===== src/hw/ifu_pkg.sv =====
package ifu_pkg;

	localparam int XLEN = 32; // data and address width
	localparam logic [XLEN-1:0] RESET_PC = 32'h0000_0000; // first fetch address
	localparam int BUF_DEPTH = 3; // result buffer entries, also max outstanding fetches
	localparam logic [XLEN-1:0] NOP_INST = 32'h0000_0013; // addi x0,x0,0

	// fetch error codes, carried with every result
	typedef enum logic [1:0] {
		FE_OK       = 2'b00,
		FE_MISALIGN = 2'b01, // target not word aligned, no bus cycle made
		FE_BUS      = 2'b10 // wishbone err seen
	} fetch_err_e;

	// major opcodes the predecoder cares about
	typedef enum logic [1:0] {
		OP_OTHER,
		OP_JAL,
		OP_BRANCH,
		OP_JALR
	} op_e;

	// bus port fsm
	typedef enum logic [1:0] {
		PS_IDLE, // ready for a request
		PS_BUS, // classic read cycle running
		PS_RESP // one-cycle response strobe
	} port_state_e;

	// one fetch result as stored in the buffer (68 bits)
	typedef struct packed {
		logic [XLEN-1:0] pc;
		logic [XLEN-1:0] inst;
		logic jump; // predicted taken
		logic illegal; // low two bits not 2'b11
		fetch_err_e err;
	} fetch_res_t;

endpackage


===== src/hw/fetch_bus_if.sv =====
`timescale 1ns/1ps

// request/response path between fetch control and the wishbone port
interface fetch_bus_if
	import ifu_pkg::*;
();
	logic req_valid; // fetch request offered
	logic [XLEN-1:0] req_addr;
	logic req_ready; // port idle, can take a request
	logic resp_valid; // one pulse per accepted request, in order
	logic [XLEN-1:0] resp_data;
	fetch_err_e resp_err;

	modport ctrl (
		output req_valid, req_addr,
		input  req_ready, resp_valid, resp_data, resp_err
	);

	modport port (
		input  req_valid, req_addr,
		output req_ready, resp_valid, resp_data, resp_err
	);

endinterface


===== src/hw/fetch_buf.sv =====
`timescale 1ns/1ps

module fetch_buf
	import ifu_pkg::*;
(
	input  logic clk,
	input  logic resetn,
	input  logic clr_i, // flush, drops every entry
	input  logic wen_i,
	input  fetch_res_t wdata_i,
	input  logic ready_i,
	output fetch_res_t rdata_o,
	output logic valid_o,
	output logic take_o
);
	fetch_res_t mem [BUF_DEPTH];
	logic [BUF_DEPTH-1:0] wptr_q; // one-hot
	logic [BUF_DEPTH-1:0] rptr_q; // one-hot
	logic [BUF_DEPTH:0] cnt_q; // one-hot, bit n set means n entries
	fetch_res_t head;

	always_comb
	begin
		head = mem[0];
		for (int i = 1; i < BUF_DEPTH; i++)
			if (rptr_q[i])
				head = mem[i];
	end

	// nop shown while clearing, nothing can be taken then
	assign rdata_o = clr_i ?
		fetch_res_t'{pc: '0, inst: NOP_INST, jump: 1'b0, illegal: 1'b0, err: FE_OK} : head;
	assign valid_o = ~cnt_q[0] & ~clr_i;
	assign take_o = valid_o & ready_i;

	always_ff @(posedge clk or negedge resetn)
	begin
		if (!resetn)
		begin
			cnt_q <= (BUF_DEPTH + 1)'(1);
			wptr_q <= BUF_DEPTH'(1);
			rptr_q <= BUF_DEPTH'(1);
		end
		else if (clr_i)
		begin
			cnt_q <= (BUF_DEPTH + 1)'(1);
			wptr_q <= BUF_DEPTH'(1);
			rptr_q <= BUF_DEPTH'(1);
		end
		else
		begin
			if (wen_i && !take_o)
				cnt_q <= {cnt_q[BUF_DEPTH-1:0], cnt_q[BUF_DEPTH]}; // one more
			else if (take_o && !wen_i)
				cnt_q <= {cnt_q[0], cnt_q[BUF_DEPTH:1]}; // one less
			if (wen_i)
				wptr_q <= {wptr_q[BUF_DEPTH-2:0], wptr_q[BUF_DEPTH-1]};
			if (take_o)
				rptr_q <= {rptr_q[BUF_DEPTH-2:0], rptr_q[BUF_DEPTH-1]};
		end
	end

	// payload only, no reset
	for (genvar g = 0; g < BUF_DEPTH; g++)
	begin : g_mem
		always_ff @(posedge clk)
		begin
			if (wen_i && wptr_q[g])
				mem[g] <= wdata_i;
		end
	end

	// fetch_ctrl's outstanding limit is what keeps this from firing
	a_no_overflow: assert property (@(posedge clk) disable iff (!resetn)
		wen_i |-> !cnt_q[BUF_DEPTH])
		else $error("write into full fetch buffer");

endmodule


===== src/hw/fetch_ctrl.sv =====
`timescale 1ns/1ps

module fetch_ctrl
	import ifu_pkg::*;
(
	input  logic clk,
	input  logic resetn,
	input  logic flush_i,
	input  logic [XLEN-1:0] flush_addr_i,
	input  logic take_i, // result left the buffer
	fetch_bus_if.ctrl bus,
	output logic buf_wen_o,
	output fetch_res_t buf_data_o
);
	logic [XLEN-1:0] pc_q; // next fetch address, waiting for issue
	logic pc_vld_q;
	logic [1:0] inflight_q; // accepted by the port, response still due
	logic [1:0] drop_q; // responses from the old path still to swallow
	logic [1:0] outst_q; // issued and not yet taken or dropped
	logic [XLEN-1:0] pcq [BUF_DEPTH]; // addresses of requests in flight
	logic [1:0] pcq_wptr;
	logic [1:0] pcq_rptr;
	logic req_fire;
	logic resp_live; // response goes into the buffer
	logic resp_drop;
	logic cur_vld;
	logic [XLEN-1:0] cur_addr;
	logic [XLEN-1:0] resp_pc;
	logic [XLEN-1:0] next_pc;
	logic pd_jump;
	logic pd_illegal;
	logic [XLEN-1:0] pd_target;

	function automatic logic [1:0] wrap_inc(input logic [1:0] p);
		return (p == 2'(BUF_DEPTH - 1)) ? 2'd0 : p + 2'd1;
	endfunction

	predecode u_predecode (
		.inst_i    (bus.resp_data),
		.pc_i      (resp_pc),
		.jump_o    (pd_jump),
		.target_o  (pd_target),
		.illegal_o (pd_illegal)
	);

	assign req_fire = bus.req_valid & bus.req_ready;
	assign resp_pc = pcq[pcq_rptr];
	assign resp_live = bus.resp_valid & ~flush_i & (drop_q == 2'd0);
	assign resp_drop = bus.resp_valid & (drop_q != 2'd0);
	assign next_pc = pd_jump ? pd_target : resp_pc + XLEN'(4);

	// flush wins, then the address predicted from this response, then the held pc
	assign cur_vld = flush_i | resp_live | pc_vld_q;
	assign cur_addr = flush_i ? flush_addr_i : (resp_live ? next_pc : pc_q);

	assign bus.req_valid = cur_vld & (outst_q < 2'(BUF_DEPTH)); // keeps the buffer from overflowing
	assign bus.req_addr = cur_addr;

	assign buf_wen_o = resp_live;
	assign buf_data_o = '{pc: resp_pc, inst: bus.resp_data, jump: pd_jump,
		illegal: pd_illegal, err: bus.resp_err};

	always_ff @(posedge clk or negedge resetn)
	begin
		if (!resetn)
		begin
			pc_q <= RESET_PC;
			pc_vld_q <= 1'b1; // first request right after reset
		end
		else if (req_fire)
			pc_vld_q <= 1'b0;
		else if (cur_vld)
		begin
			pc_q <= cur_addr; // port busy or buffer full, hold it
			pc_vld_q <= 1'b1;
		end
	end

	always_ff @(posedge clk or negedge resetn)
	begin
		if (!resetn)
		begin
			inflight_q <= 2'd0;
			drop_q <= 2'd0;
			outst_q <= 2'd0;
		end
		else
		begin
			inflight_q <= inflight_q + {1'b0, req_fire} - {1'b0, bus.resp_valid};
			if (flush_i)
			begin
				// everything still due belongs to the old path, buffer is cleared
				drop_q <= inflight_q - {1'b0, bus.resp_valid};
				outst_q <= inflight_q - {1'b0, bus.resp_valid} + {1'b0, req_fire};
			end
			else
			begin
				drop_q <= drop_q - {1'b0, resp_drop};
				outst_q <= outst_q + {1'b0, req_fire} - {1'b0, take_i} - {1'b0, resp_drop};
			end
		end
	end

	always_ff @(posedge clk or negedge resetn)
	begin
		if (!resetn)
		begin
			pcq_wptr <= 2'd0;
			pcq_rptr <= 2'd0;
		end
		else
		begin
			if (req_fire)
				pcq_wptr <= wrap_inc(pcq_wptr);
			if (bus.resp_valid)
				pcq_rptr <= wrap_inc(pcq_rptr); // stale responses pop too
		end
	end

	always_ff @(posedge clk)
	begin
		if (req_fire)
			pcq[pcq_wptr] <= bus.req_addr;
	end

	// the port must never answer more requests than were handed to it
	a_resp_has_req: assert property (@(posedge clk) disable iff (!resetn)
		bus.resp_valid |-> (inflight_q != 2'd0))
		else $error("fetch response without an outstanding request");

endmodule


===== src/hw/ifu_top.sv =====
`timescale 1ns/1ps

module ifu_top
	import ifu_pkg::*;
(
	input  logic clk,
	input  logic resetn,
	input  logic flush_i,
	input  logic [XLEN-1:0] flush_addr_i,
	input  logic [XLEN-1:0] wb_dat_i,
	input  logic wb_ack_i,
	input  logic wb_err_i,
	input  logic res_ready_i,
	output logic wb_cyc_o,
	output logic wb_stb_o,
	output logic [XLEN-1:0] wb_adr_o,
	output logic [XLEN-1:0] res_pc_o,
	output logic [XLEN-1:0] res_inst_o,
	output logic res_jump_o,
	output logic res_illegal_o,
	output logic [1:0] res_err_o,
	output logic res_valid_o
);
	fetch_bus_if bus_if ();

	logic buf_wen;
	fetch_res_t buf_wdata;
	fetch_res_t buf_rdata;
	logic buf_take; // result handed to decode

	fetch_ctrl u_ctrl (
		.clk          (clk),
		.resetn       (resetn),
		.flush_i      (flush_i),
		.flush_addr_i (flush_addr_i),
		.take_i       (buf_take),
		.bus          (bus_if.ctrl),
		.buf_wen_o    (buf_wen),
		.buf_data_o   (buf_wdata)
	);

	wb_fetch_port u_port (
		.clk      (clk),
		.resetn   (resetn),
		.wb_dat_i (wb_dat_i),
		.wb_ack_i (wb_ack_i),
		.wb_err_i (wb_err_i),
		.bus      (bus_if.port),
		.wb_cyc_o (wb_cyc_o),
		.wb_stb_o (wb_stb_o),
		.wb_adr_o (wb_adr_o)
	);

	fetch_buf u_buf (
		.clk     (clk),
		.resetn  (resetn),
		.clr_i   (flush_i), // flush also empties the buffer
		.wen_i   (buf_wen),
		.wdata_i (buf_wdata),
		.ready_i (res_ready_i),
		.rdata_o (buf_rdata),
		.valid_o (res_valid_o),
		.take_o  (buf_take)
	);

	// unpack the head entry onto the result ports
	assign res_pc_o = buf_rdata.pc;
	assign res_inst_o = buf_rdata.inst;
	assign res_jump_o = buf_rdata.jump;
	assign res_illegal_o = buf_rdata.illegal;
	assign res_err_o = buf_rdata.err;

endmodule


===== src/hw/predecode.sv =====
`timescale 1ns/1ps

module predecode
	import ifu_pkg::*;
(
	input  logic [XLEN-1:0] inst_i,
	input  logic [XLEN-1:0] pc_i,
	output logic jump_o,
	output logic [XLEN-1:0] target_o,
	output logic illegal_o
);
	op_e op;
	logic [XLEN-1:0] imm_j; // jal offset, sign extended
	logic [XLEN-1:0] imm_b; // branch offset, sign extended

	always_comb
	begin
		case (inst_i[6:0])
			7'b1101111: op = OP_JAL;
			7'b1100011: op = OP_BRANCH;
			7'b1100111: op = OP_JALR; // needs rs1, never predicted here
			default:    op = OP_OTHER;
		endcase
	end

	assign imm_j = {{11{inst_i[31]}}, inst_i[31], inst_i[19:12], inst_i[20],
		inst_i[30:21], 1'b0};
	assign imm_b = {{19{inst_i[31]}}, inst_i[31], inst_i[7], inst_i[30:25],
		inst_i[11:8], 1'b0};

	// compressed encodings are not supported, so anything without 2'b11 is bad
	assign illegal_o = (inst_i[1:0] != 2'b11);

	// static rule: jal always, branch only when the offset is negative
	assign jump_o = !illegal_o &&
		((op == OP_JAL) || ((op == OP_BRANCH) && inst_i[31]));

	assign target_o = pc_i + ((op == OP_JAL) ? imm_j : imm_b);

endmodule


===== src/hw/wb_fetch_port.sv =====
`timescale 1ns/1ps

module wb_fetch_port
	import ifu_pkg::*;
(
	input  logic clk,
	input  logic resetn,
	input  logic [XLEN-1:0] wb_dat_i,
	input  logic wb_ack_i,
	input  logic wb_err_i,
	fetch_bus_if.port bus,
	output logic wb_cyc_o,
	output logic wb_stb_o,
	output logic [XLEN-1:0] wb_adr_o
);
	port_state_e state_q;
	logic [XLEN-1:0] adr_q; // held for the whole cycle
	logic [XLEN-1:0] data_q;
	fetch_err_e err_q;

	always_ff @(posedge clk or negedge resetn)
	begin
		if (!resetn)
			state_q <= PS_IDLE;
		else
		begin
			case (state_q)
				PS_IDLE:
					if (bus.req_valid)
						state_q <= (bus.req_addr[1:0] != 2'b00) ? PS_RESP : PS_BUS;
				PS_BUS:
					if (wb_ack_i || wb_err_i)
						state_q <= PS_RESP; // cycle ends on this edge
				default:
					state_q <= PS_IDLE;
			endcase
		end
	end

	always_ff @(posedge clk)
	begin
		if ((state_q == PS_IDLE) && bus.req_valid)
		begin
			adr_q <= bus.req_addr;
			data_q <= NOP_INST; // only kept for a misaligned target
			err_q <= (bus.req_addr[1:0] != 2'b00) ? FE_MISALIGN : FE_OK;
		end
		else if ((state_q == PS_BUS) && (wb_ack_i || wb_err_i))
		begin
			data_q <= wb_ack_i ? wb_dat_i : NOP_INST; // no jump predicted off a faulted word
			err_q <= wb_ack_i ? FE_OK : FE_BUS;
		end
	end

	assign bus.req_ready = (state_q == PS_IDLE);
	assign bus.resp_valid = (state_q == PS_RESP);
	assign bus.resp_data = data_q;
	assign bus.resp_err = err_q;

	assign wb_cyc_o = (state_q == PS_BUS);
	assign wb_stb_o = (state_q == PS_BUS);
	assign wb_adr_o = adr_q;

	// slave may only answer a strobe inside a running cycle
	a_ans_in_cyc: assert property (@(posedge clk) disable iff (!resetn)
		(wb_ack_i || wb_err_i) |-> (wb_cyc_o && wb_stb_o))
		else $error("wishbone ack/err seen outside a cycle");

	// one answer per cycle, never both
	a_ack_err_excl: assert property (@(posedge clk) disable iff (!resetn)
		!(wb_ack_i && wb_err_i))
		else $error("wishbone ack and err in the same cycle");

endmodule


===== config.mk =====
export PLATFORM = sky130hd
export DESIGN_NAME = ifu_top
export DESIGN_NICKNAME = d
export VERILOG_FILES = /design/src/hw/ifu_pkg.sv /design/src/hw/fetch_bus_if.sv /design/src/hw/fetch_buf.sv /design/src/hw/fetch_ctrl.sv /design/src/hw/ifu_top.sv /design/src/hw/predecode.sv /design/src/hw/wb_fetch_port.sv
export SDC_FILE = /design/constraint.sdc
export NUM_CORES = 1
export LEC_CHECK = 0
export ABC_AREA = 1
export BUFFER_PORTS_ARGS = -buffer_cell sky130_fd_sc_hd__buf_2
export CAP_MARGIN = 10
export CELL_PAD_IN_SITES_DETAIL_PLACEMENT = 0
export CELL_PAD_IN_SITES_GLOBAL_PLACEMENT = 1
export CORE_MARGIN = 2
export CORE_UTILIZATION = 42
export CTS_BUF_LIST = sky130_fd_sc_hd__clkbuf_8 sky130_fd_sc_hd__clkbuf_16
export CTS_CLUSTER_SIZE = 12
export DETAILED_ROUTE_END_ITERATION = 8
export HOLD_SLACK_MARGIN = 0.08
export PLACE_DENSITY_LB_ADDON = 0.1
export REMOVE_ABC_BUFFERS = 1
export SETUP_SLACK_MARGIN = 0.4
export SLEW_MARGIN = 30
export SYNTH_ARGS = -nofsm -noshare
export SYNTH_HDL_FRONTEND = slang
export SYNTH_SLANG_ARGS = --single-unit

===== constraint.sdc =====
create_clock -name clk -period 4.4 [get_ports clk]
set_clock_uncertainty 0.2 [all_clocks]
set_input_delay 0.88 -clock clk [delete_from_list [all_inputs] [get_ports clk]]
set_output_delay 0.88 -clock clk [all_outputs]
set_load 0.02 [all_outputs]

# == Yosys cells after proc, flatten, opt, wreduce, memory -nomap -nowiden ==
# Memories as Yosys holds them, arrays and structs flattened.
# Index checks and enable logic that the tools add are counted.
# word_totals
regBits,121
ramBits,300
out_inout_bits,103
elab_cells,116
n_memories,2
in_bits,70
# op_classes
muxes,38
n_eq_ne,12
bitwise_logic,12
addsub,12
order_cmp,1
n_reduce_logical,25
# memory_table
name,words,width,read_ports,rd_ports_with_merged_regs,write_ports,line_no,rtl
u_buf.mem,3,68,3,0,3,fetch_buf.sv:16,fetch_res_t mem [BUF_DEPTH];
u_ctrl.pcq,3,32,1,0,1,fetch_ctrl.sv:20,logic [XLEN-1:0] pcq [BUF_DEPTH];
# ops
cell,count
two-way mux 68 bit,3
two-way mux 32 bit,4
adder 32 x 3 -> 32 bit (second input constant),1
adder 32 bit,1
equality test 7 bit (second input constant),3
two-way mux 2 bit,10
two-way mux 20 bit,1
two-way mux 3 bit,4
two-way mux 4 bit,3
nonzero test 2 bit,6
two-way mux 1 bit,11
subtractor 2 x 1 -> 2 bit,5
logical AND 1 bit,9
equality test 2 bit (second input constant),4
AND 1 bit,7
adder 2 x 1 -> 2 bit,3
case mux 2 bit (3 select lines),1
adder 2 x 1 -> 2 bit (second input constant),2
equality test 2 x 1 -> 1 bit (second input constant),2
logical NOT 2 bit,2
inequality test 2 x 1 -> 1 bit (second input constant),2
case mux 2 bit (2 select lines),1
AND reduction 2 bit,2
logical NOT 1 bit,3
other kinds (6),10

# == Longest topological paths before layout ==
# Gate-level depths: netlist of the first run.
# logic_depth
word_depth,13
mapped_depth,24
depth_no_buf,23

# == Modules after synthesis ==
# Synthesis of the first run repeated with hierarchy kept, for this count alone.
# unflattened
cells_unflattened,2186
hier_area_um2,20657.3
# by_module_without_submodules
mod,instances,seq_area_each_um2,area_each_um2,cells_each
fetch_buf,1,6379.9,8072.7,573
fetch_ctrl,1,3960.0,7761.2,896
predecode,1,0.0,2477.4,510
wb_fetch_port,1,1711.6,2346.0,207

# == Worst setup path after synthesis of the first run ==
# OpenSTA, ideal clock, no wires.
# synth_path
path_type,in2reg
startpoint,input port flush_i
endpoint,"memory u_buf.mem[0][0] (netlist bit), enable pin"
arrival_ps,4211
slack_ps,-505
setup_ps,495
n_path_buf,1
cell_stages,4
cell_sequence,nor2_4 inv_1 clkbuf_1 nor2_1
# synth_rtl
item,line_no,rtl
from (decl),ifu_top.sv:8,"input logic flush_i,"
to (decl),fetch_buf.sv:16,

# == Worst setup path after layout of the first run ==
# layout_path
startpoint,register u_port.data_q[4] (netlist: u_port.bus.resp_data[4])
endpoint,register u_ctrl.pc_q[20]
# layout_via
elab_chain_cells,9
word_cells_on_any_way,14
cone_classes,add/sub: 1; eq/ne: 5; mux: 5; reduce/logical: 3
# layout_rtl
item,line_no,rtl
from (decl),wb_fetch_port.sv:18,logic [XLEN-1:0] data_q;
from (signal assigned),wb_fetch_port.sv:50,data_q <= wb_ack_i ? wb_dat_i : NOP_INST;
equality test 7 bit,predecode.sv:18,case (inst_i[6:0])
case mux 2 bit (3 select lines) *,predecode.sv:18,
branches (longest 4 deep; another with adder 32 bit),n/a,
two-way mux 32 bit *,fetch_ctrl.sv:50,assign next_pc = pd_jump ? pd_target : resp_pc + XLEN'(4);
two-way mux 32 bit * (2 in series),fetch_ctrl.sv:54,assign cur_addr = flush_i ? flush_addr_i : (resp_live ? next_pc : pc_q);
net bus_if.req_addr[20],fetch_bus_if.sv:8,logic [XLEN-1:0] req_addr;
to (signal assigned),fetch_ctrl.sv:74,pc_q <= cur_addr;
to (decl),fetch_ctrl.sv:15,logic [XLEN-1:0] pc_q;
# Mark *: on every way through the listed nets, which the timed path passes.
# A chain may end at the register's enable or synchronous reset.

==> results of run 1 <==
flip-flops by register name, indices dropped and copies added, names as in the netlist, 2 cells and up:
name	cells
u_buf.cnt_q	4
u_buf.mem	204
u_buf.rptr_q	3
u_buf.wptr_q	3
u_ctrl.drop_q	2
u_ctrl.inflight_q	2
u_ctrl.outst_q	2
u_ctrl.pc_q	32
u_ctrl.pcq	96
u_ctrl.pcq_rptr	2
u_ctrl.pcq_wptr	2
u_port.bus.resp_data	32
u_port.bus.resp_err	2
u_port.state_q	2
u_port.wb_adr_o	32
power breakdown:
group / internal, W / total, W / switching, W / leakage (nW)
registers: 0.00556 / 0.00595 / 0.000390 / 4.03
clock network: 0.00198 / 0.00349 / 0.00151 / 0.738
logic: 0.00183 / 0.00620 / 0.00437 / 4.97
stage by stage:
stage,cell area (um2),hold slack [ns],cells,setup TNS (ns)
after floorplan,19400,0.240,1903,-211.97
after global placement,21700,0.262,2752,0
after detailed placement,21700,0.266,2752,0
after CTS,23000,0.151,2834,0
after global routing,23100,0.196,2838,0
final,23100,0.160,2838,0
synthesized netlist by cell type (2+ instances only):
master    number  area [um2]
a22o_1        12         105
nor2_1       235         882
clkbuf_1      41         154
o211ai_1       7        52.6
edfxtp_1     334       10000
nor3_1        13        65.1
o31ai_1       65         488
xnor2_1        6        52.6
dfrtp_1       51        1280
o22ai_1        8        50.1
inv_2         11        41.3
nor4_1         2        12.5
buf_2         11        55.1
nand2_1      522        1960
nor2_4         3        33.8
nor2_8         2        40.0
o21a_1         2        15.0
nand3_2       22         220
buf_1         13        48.8
a22oi_1        2        15.0
buf_4          9        67.6
buf_6          9         101
a221oi_1       2        17.5
o21bai_1       7        52.6
or2_2          5        31.3
dfxtp_1       32         641
nor2_2        13        81.3
nand3b_1      19         143
o21ai_1        8        40.0
ha_1          36         450
nand4_1       11        68.8
nand2_2       12        75.1
a21oi_1       46         230
fa_1           2        40.0
a32oi_1       30         263
xor2_1        11        96.3
o21ai_0       62         310
nand3_1      156         781
dfstp_2        4         105
inv_1        142         533
cell type report:
| type | instances | area [um2] |
|---|---|---|
| Clock buffer | 49 | 1180 |
| Clock inverter | 33 | 175 |
| Fill cell | 4360 | 23400 |
| Inverter | 155 | 588 |
| Multi-Input combinational cell | 1327 | 6840 |
| Sequential cell | 421 | 12100 |
| Tap cell | 607 | 759 |
| Timing Repair Buffer | 246 | 1530 |
logic make-up after synthesis:
family,Yosys count,share of synthesized area (%)
fa+ha+maj,38,2.48
flops,421,60.9
buf+inv,239,5.18
compound gates,253,8.37
simple gates,1019,22.4
xor+xnor,17,0.752
per-layer routing:
layer / track usage [%] / vias up / routed length, um
met2: 37.9 / 427 / 27400
met4: 6.34 / 0 / 1240
met3: 3.17 / 72 / 3230
met1: 35.9 / 7379 / 28200
met5: 0 / - / 0
li1: - / 7258 / -
worst max-delay path: cells and delay by family, from the launching register on:
family | cells | cell delay, ns
simple gates | 14 | 2.12
buf+inv | 4 | 0.48
flops | 1 | 0.35
fa+ha+maj | 1 | 0.36
compound gates | 1 | 0.19
final timing paths:
check,slack [ns],depth (start not counted),start,end
max reg2reg,0.63,20,u_port.bus.resp_data[4]$_SDFFE_PP1P_,u_ctrl.pc_q[20]$_DFFE_PN0P_
max in group asynchronous,3.08,2,resetn,u_ctrl.pc_vld_q$_DFFE_PN1P_
min,0.16,1,resetn,u_buf.cnt_q[1]$_DFFE_PN0P_
max,0.63,20,u_port.bus.resp_data[4]$_SDFFE_PP1P_,u_ctrl.pc_q[20]$_DFFE_PN0P_
min reg2reg,0.28,2,u_ctrl.pc_q[16]$_DFFE_PN0P_,u_ctrl.pc_q[16]$_DFFE_PN0P_
min in group clk,0.28,2,u_ctrl.pc_q[16]$_DFFE_PN0P_,u_ctrl.pc_q[16]$_DFFE_PN0P_
repair_timing:
action,CTS,global route
endpoints found under the setup margin,5,120
pin swaps,0,3
buffers inserted,0,4
resized for setup,1,23
==> results.json, run 1 <==
{
  "p_per_area_nw_per_um2": 676,
  "drtAntennaViolNets": 0,
  "wl_per_cell_um": 21.2,
  "ys.flop_type": "edfxtp_1",
  "drc": 0,
  "hold_class": "primary input to asynchronous set/reset pin",
  "setup_ws_ns": 0.628,
  "synth_cells": 1987,
  "total_power_w": 0.0156,
  "cap_violations": 0,
  "ctsHoldBuffers": 0,
  "worstSetupEndpointType": "register",
  "core_region_area_um2": 46600,
  "p_leak_nw": 9.74,
  "layout_common_cells": "nand2_1 (517), edfxtp_1 (334), nor2_1 (228)",
  "dieArea_um2": 48900,
  "cp_cell_sequence": "nand3b_1 > nor3_4 > clkinvlp_4 > buf_4 > o21ai_0 > inv_1 > ha_1 > nand2_1 > nor2_2 > inv_1 > nor2_1 > nand4_1 > nand3_1 > or2_2 > nand3_1 > nand2_1 > nand2_1 > nand2_1 > nand2_1 > nand2_1",
  "area_delta_synth_final_pct": 16.8,
  "avgSynthCellArea_um2": 9.97,
  "cts_sinks": 421,
  "outcome": "finished clean",
  "min_period_over_period_pct": 85.7,
  "ir_worst_vdd_mv": 0.404,
  "synth_edf_count": 334,
  "antenna_found_initial": 0,
  "rsz0062_at_grt": "true",
  "grt_max_degree": 73,
  "layout-drive-gt1-share_pct": 18.5,
  "start_util_pct": 42.5,
  "grt_overflow": 0,
  "die_w_um": 221,
  "slowest_delay_ns": 0.36,
  "cts_root_buf": "clkbuf_16",
  "finalSetupViolations": 0,
  "ys_ff_latch": 421,
  "slew_viol_final": 0,
  "clkTransAtPathRegs_ns": 0.06,
  "fp-row-count": 79,
  "yosys_warnings": 0,
  "worstMarginPinSlew_ns": 0.964,
  "grt_use_total_pct": 24.3,
  "via_count": 15100,
  "gp_congestion": 0.913,
  "cp_slowest_cell": "ha_1",
  "hold_violations": 0,
  "drt_iter0_drc": 1220,
  "dp_slack_ns": 0.322,
  "max_slew_margin_pct": 35.7,
  "final_common_cell": "nand2_1",
  "vias_per_cell": 5.33,
  "io_pins": 173,
  "startpoint_type": "register",
  "fmax_mhz": 265,
  "min_period_ns": 3.77,
  "dr.pass1.iters": 5,
  "nNetsFinal": 2304,
  "cts_buffers": 45,
  "async_reset_ff_share_pct": 13.1,
  "yosys.cell_types.count": 49,
  "diodes": 0,
  "fin_util_pct": 49.7,
  "dp_hpwl_mm": 41.1,
  "io_buffers": 172,
  "htree_levels": 2,
  "cts.path.max_buffers": 3,
  "crit_required_ns": 4.71,
  "ys_seq_area_share_pct": 60.9,
  "routed_wl_mm": 60.1,
  "worstPathMaxFanout": 7,
  "syn-cell-area_um2": 19800,
  "cpMostUsedCell": "nand2_1",
  "clock_latency_ns": 0.57,
  "grt_pass1_vias": 14600,
  "die_y_um": 221,
  "cts_tree": "built",
  "critical_path_class": "register to register",
  "crit_arrival_ns": 4.08,
  "grt_pass1_wl_mm": 90.9
}
(Power assumes the default switching activity.)
==> run 2: changes to the inputs <==
- SYNTH_HIERARCHICAL: not set -> 1
==> results.json, run 2 <==
{
  "p_leak_nw": 10.2,
  "final_common_cell": "nand2_1",
  "gp_congestion": 0.892,
  "fp-row-count": 81,
  "p_per_area_nw_per_um2": 682,
  "drc": 0,
  "worstPathMaxFanout": 68,
  "dr.pass1.iters": 8,
  "synth_edf_count": 334,
  "ys_seq_area_share_pct": 58.3,
  "crit_required_ns": 3.32,
  "holdPathStages": 0,
  "min_period_ns": 3.75,
  "drtAntennaViolNets": 0,
  "ys_ff_latch": 421,
  "nNetsFinal": 2447,
  "layout-drive-gt1-share_pct": 17.3,
  "vias_per_cell": 5.17,
  "wl_per_cell_um": 19.6,
  "io_pins": 173,
  "slowest_delay_ns": 0.64,
  "ir_worst_vdd_mv": 0.404,
  "r2r_start": "u_ctrl/pcq_rptr[1]$_DFFE_PN0P_",
  "worstMarginPinSlew_ns": 0.949,
  "dieArea_um2": 51000,
  "outcome": "finished clean",
  "cts_buffers": 46,
  "cpMostUsedCell": "o21ai_0",
  "hold_start": "u_port/bus.resp_err[0]$_DFFE_PP_",
  "synthTopCellsByArea": "edfxtp_1 (49%), nand2_1 (10%), dfrtp_1 (6.2%)",
  "clock_latency_ns": 0.58,
  "fin_util_pct": 48.6,
  "total_power_w": 0.0162,
  "ys.flop_type": "edfxtp_1",
  "layout_common_cells": "nand2_1 (548), edfxtp_1 (334), nand3_1 (247)",
  "cts.path.max_buffers": 3,
  "reg2reg_depth": 20,
  "min_period_over_period_pct": 85.3,
  "cp_cell_sequence": "buf_4 > o21ai_0 > o21ai_0 > buf_2",
  "cap_violations": 0,
  "yosys.cell_types.count": 48,
  "critical_path_class": "register to primary output",
  "cts_sinks": 421,
  "cts_root_buf": "clkbuf_16",
  "crit_arrival_ns": 2.67,
  "placed_area_um2": 22100,
  "largest-register": "u_buf/mem",
  "via_count": 15700,
  "critPathTopFamily": "buffers and inverters",
  "yosysMostFrequentCell": "nand2_1",
  "setup_tns_ns": 0,
  "rsz0062_at_grt": "false",
  "grt_pass1_wl_mm": 89.5,
  "avgSynthCellArea_um2": 9.45,
  "antenna_found_initial": 0,
  "worstSetupEndpointType": "primary output",
  "hold_class": "register to register",
  "area_delta_synth_final_pct": 14.6,
  "cp.buffers_inverters": 2,
  "largest_register_ffs": 204,
  "synth_commonest_cells": "nand2_1 (548), edfxtp_1 (334), nand3_1 (249)",
  "slew_viol_final": 0,
  "synth_cells": 2186,
  "drt_iter0_drc": 1046,
  "dp_hpwl_mm": 40.9,
  "core_region_area_um2": 48700,
  "htree_levels": 2,
  "cts_tree": "built",
  "grt_use_total_pct": 23.3,
  "largestRegisters": "u_buf/mem: 204 flops, u_ctrl/pcq: 96 flops",
  "clkTransAtPathRegs_ns": 0.06,
  "grt_max_degree": 75,
  "max_slew_margin_pct": 36.7,
  "routed_wl_mm": 59.6,
  "synth_top_area_share_pct": 48.6,
  "finalSetupViolations": 0,
  "async_reset_ff_share_pct": 13.1,
  "whs_endpoint": "u_buf/mem[0][136]$_DFFE_PP_",
  "final_cell_area_um2": 23700,
  "r2r_end": "u_ctrl/pcq[2][17]$_DFFE_PP_",
  "fmax_mhz": 266,
  "synth_area_leader_cell": "edfxtp_1",
  "yosys_warnings": 6,
  "io_buffers": 172,
  "hold_violations": 0,
  "die_w_um": 226,
  "cp_slowest_cell": "buf_4",
  "grt_pass1_vias": 14800,
  "die_y_um": 226,
  "startpoint_type": "register",
  "start_util_pct": 42.4,
  "grt_overflow": 0,
  "r2r_slack_ns": 0.71,
  "syn-cell-area_um2": 20700
}
run 2: routing by layer:
metal | track usage, % | part of all wire, %
met5 | 0 | 0
met4 | 4.38 | 1.4
met3 | 3.07 | 5.3
met1 | 34.1 | 47
met2 | 37.3 | 46
run 2: what timing repair did:
item / CTS / global route
gates cloned: 0 / 0
endpoints found under the setup margin: 27 / 91
gates resized for setup: 1 / 17
hold endpoints to repair: 0 / 3
setup buffers: 0 / 2
hold buffers: 0 / 1
pin swaps: 0 / 1
run 2: where the power goes:
group	total, W	internal, W	switching, W	leakage [nW]
Clock	0.00363	0.00206	0.00157	0.781
Combinational	0.00649	0.00189	0.00459	5.48
Sequential	0.00604	0.00564	0.000407	3.96
Total	0.0162	0.00959	0.00657	10.2
run 2: worst max path at each step:
stage	start	to	slack, ns	cells after the start
floorplan	u_port/state_q[1]$_DFFE_PN0P_	u_ctrl/pcq[0][0]$_DFFE_PP_	-0.40	10
global placement	u_port/bus.resp_data[5]$_SDFFE_PP0P_	u_port/wb_adr_o[29]$_DFFE_PP_	0.48	20
detailed placement	u_port/bus.resp_data[6]$_SDFFE_PP0P_	u_port/wb_adr_o[9]$_DFFE_PP_	0.37	17
CTS	u_port/bus.resp_data[6]$_SDFFE_PP0P_	u_ctrl/pcq[0][29]$_DFFE_PP_	0.44	20
global route	u_port/bus.resp_data[6]$_SDFFE_PP0P_	u_ctrl/pcq[0][23]$_DFFE_PP_	0.40	21
finish	u_buf/rptr_q[1]$_DFFE_PN0P_	res_pc_o[13]	0.65	4
run 2: layout make-up:
type | instances | area, um2
antenna | 1 | 2.50
clock buffer | 53 | 1270
clock inverter | 32 | 169
fill | 4641 | 25100
inverter | 193 | 727
multi-input combinational | 1448 | 7210
sequential | 421 | 12100
tap | 664 | 831
timing repair buffer | 227 | 1420
run 2: cells by family (layout without fill, tap and decap cells):
family,count (synthesis),count (layout),share of synthesized area [%]
AOI/OAI and AO/OA,274,274,7.24
xor gates and xnor gates,29,29,1.23
adders and majority gates,40,40,2.50
buffers and inverters,317,505,7.06
DFF,421,421,58.3
muxes,4,4,0.218
other,0,1,0
and+or+nand+nor,1101,1101,23.4
run 2: stage by stage:
step	setup WS, ns	hold slack [ns]	std cells
global route	0.398	0.279	3038
finish	0.645	0.276	3039
CTS	0.439	0.222	3035
floorplan	-0.403	0.240	2062
global placement	0.477	0.255	2950
detailed placement	0.366	0.261	2950
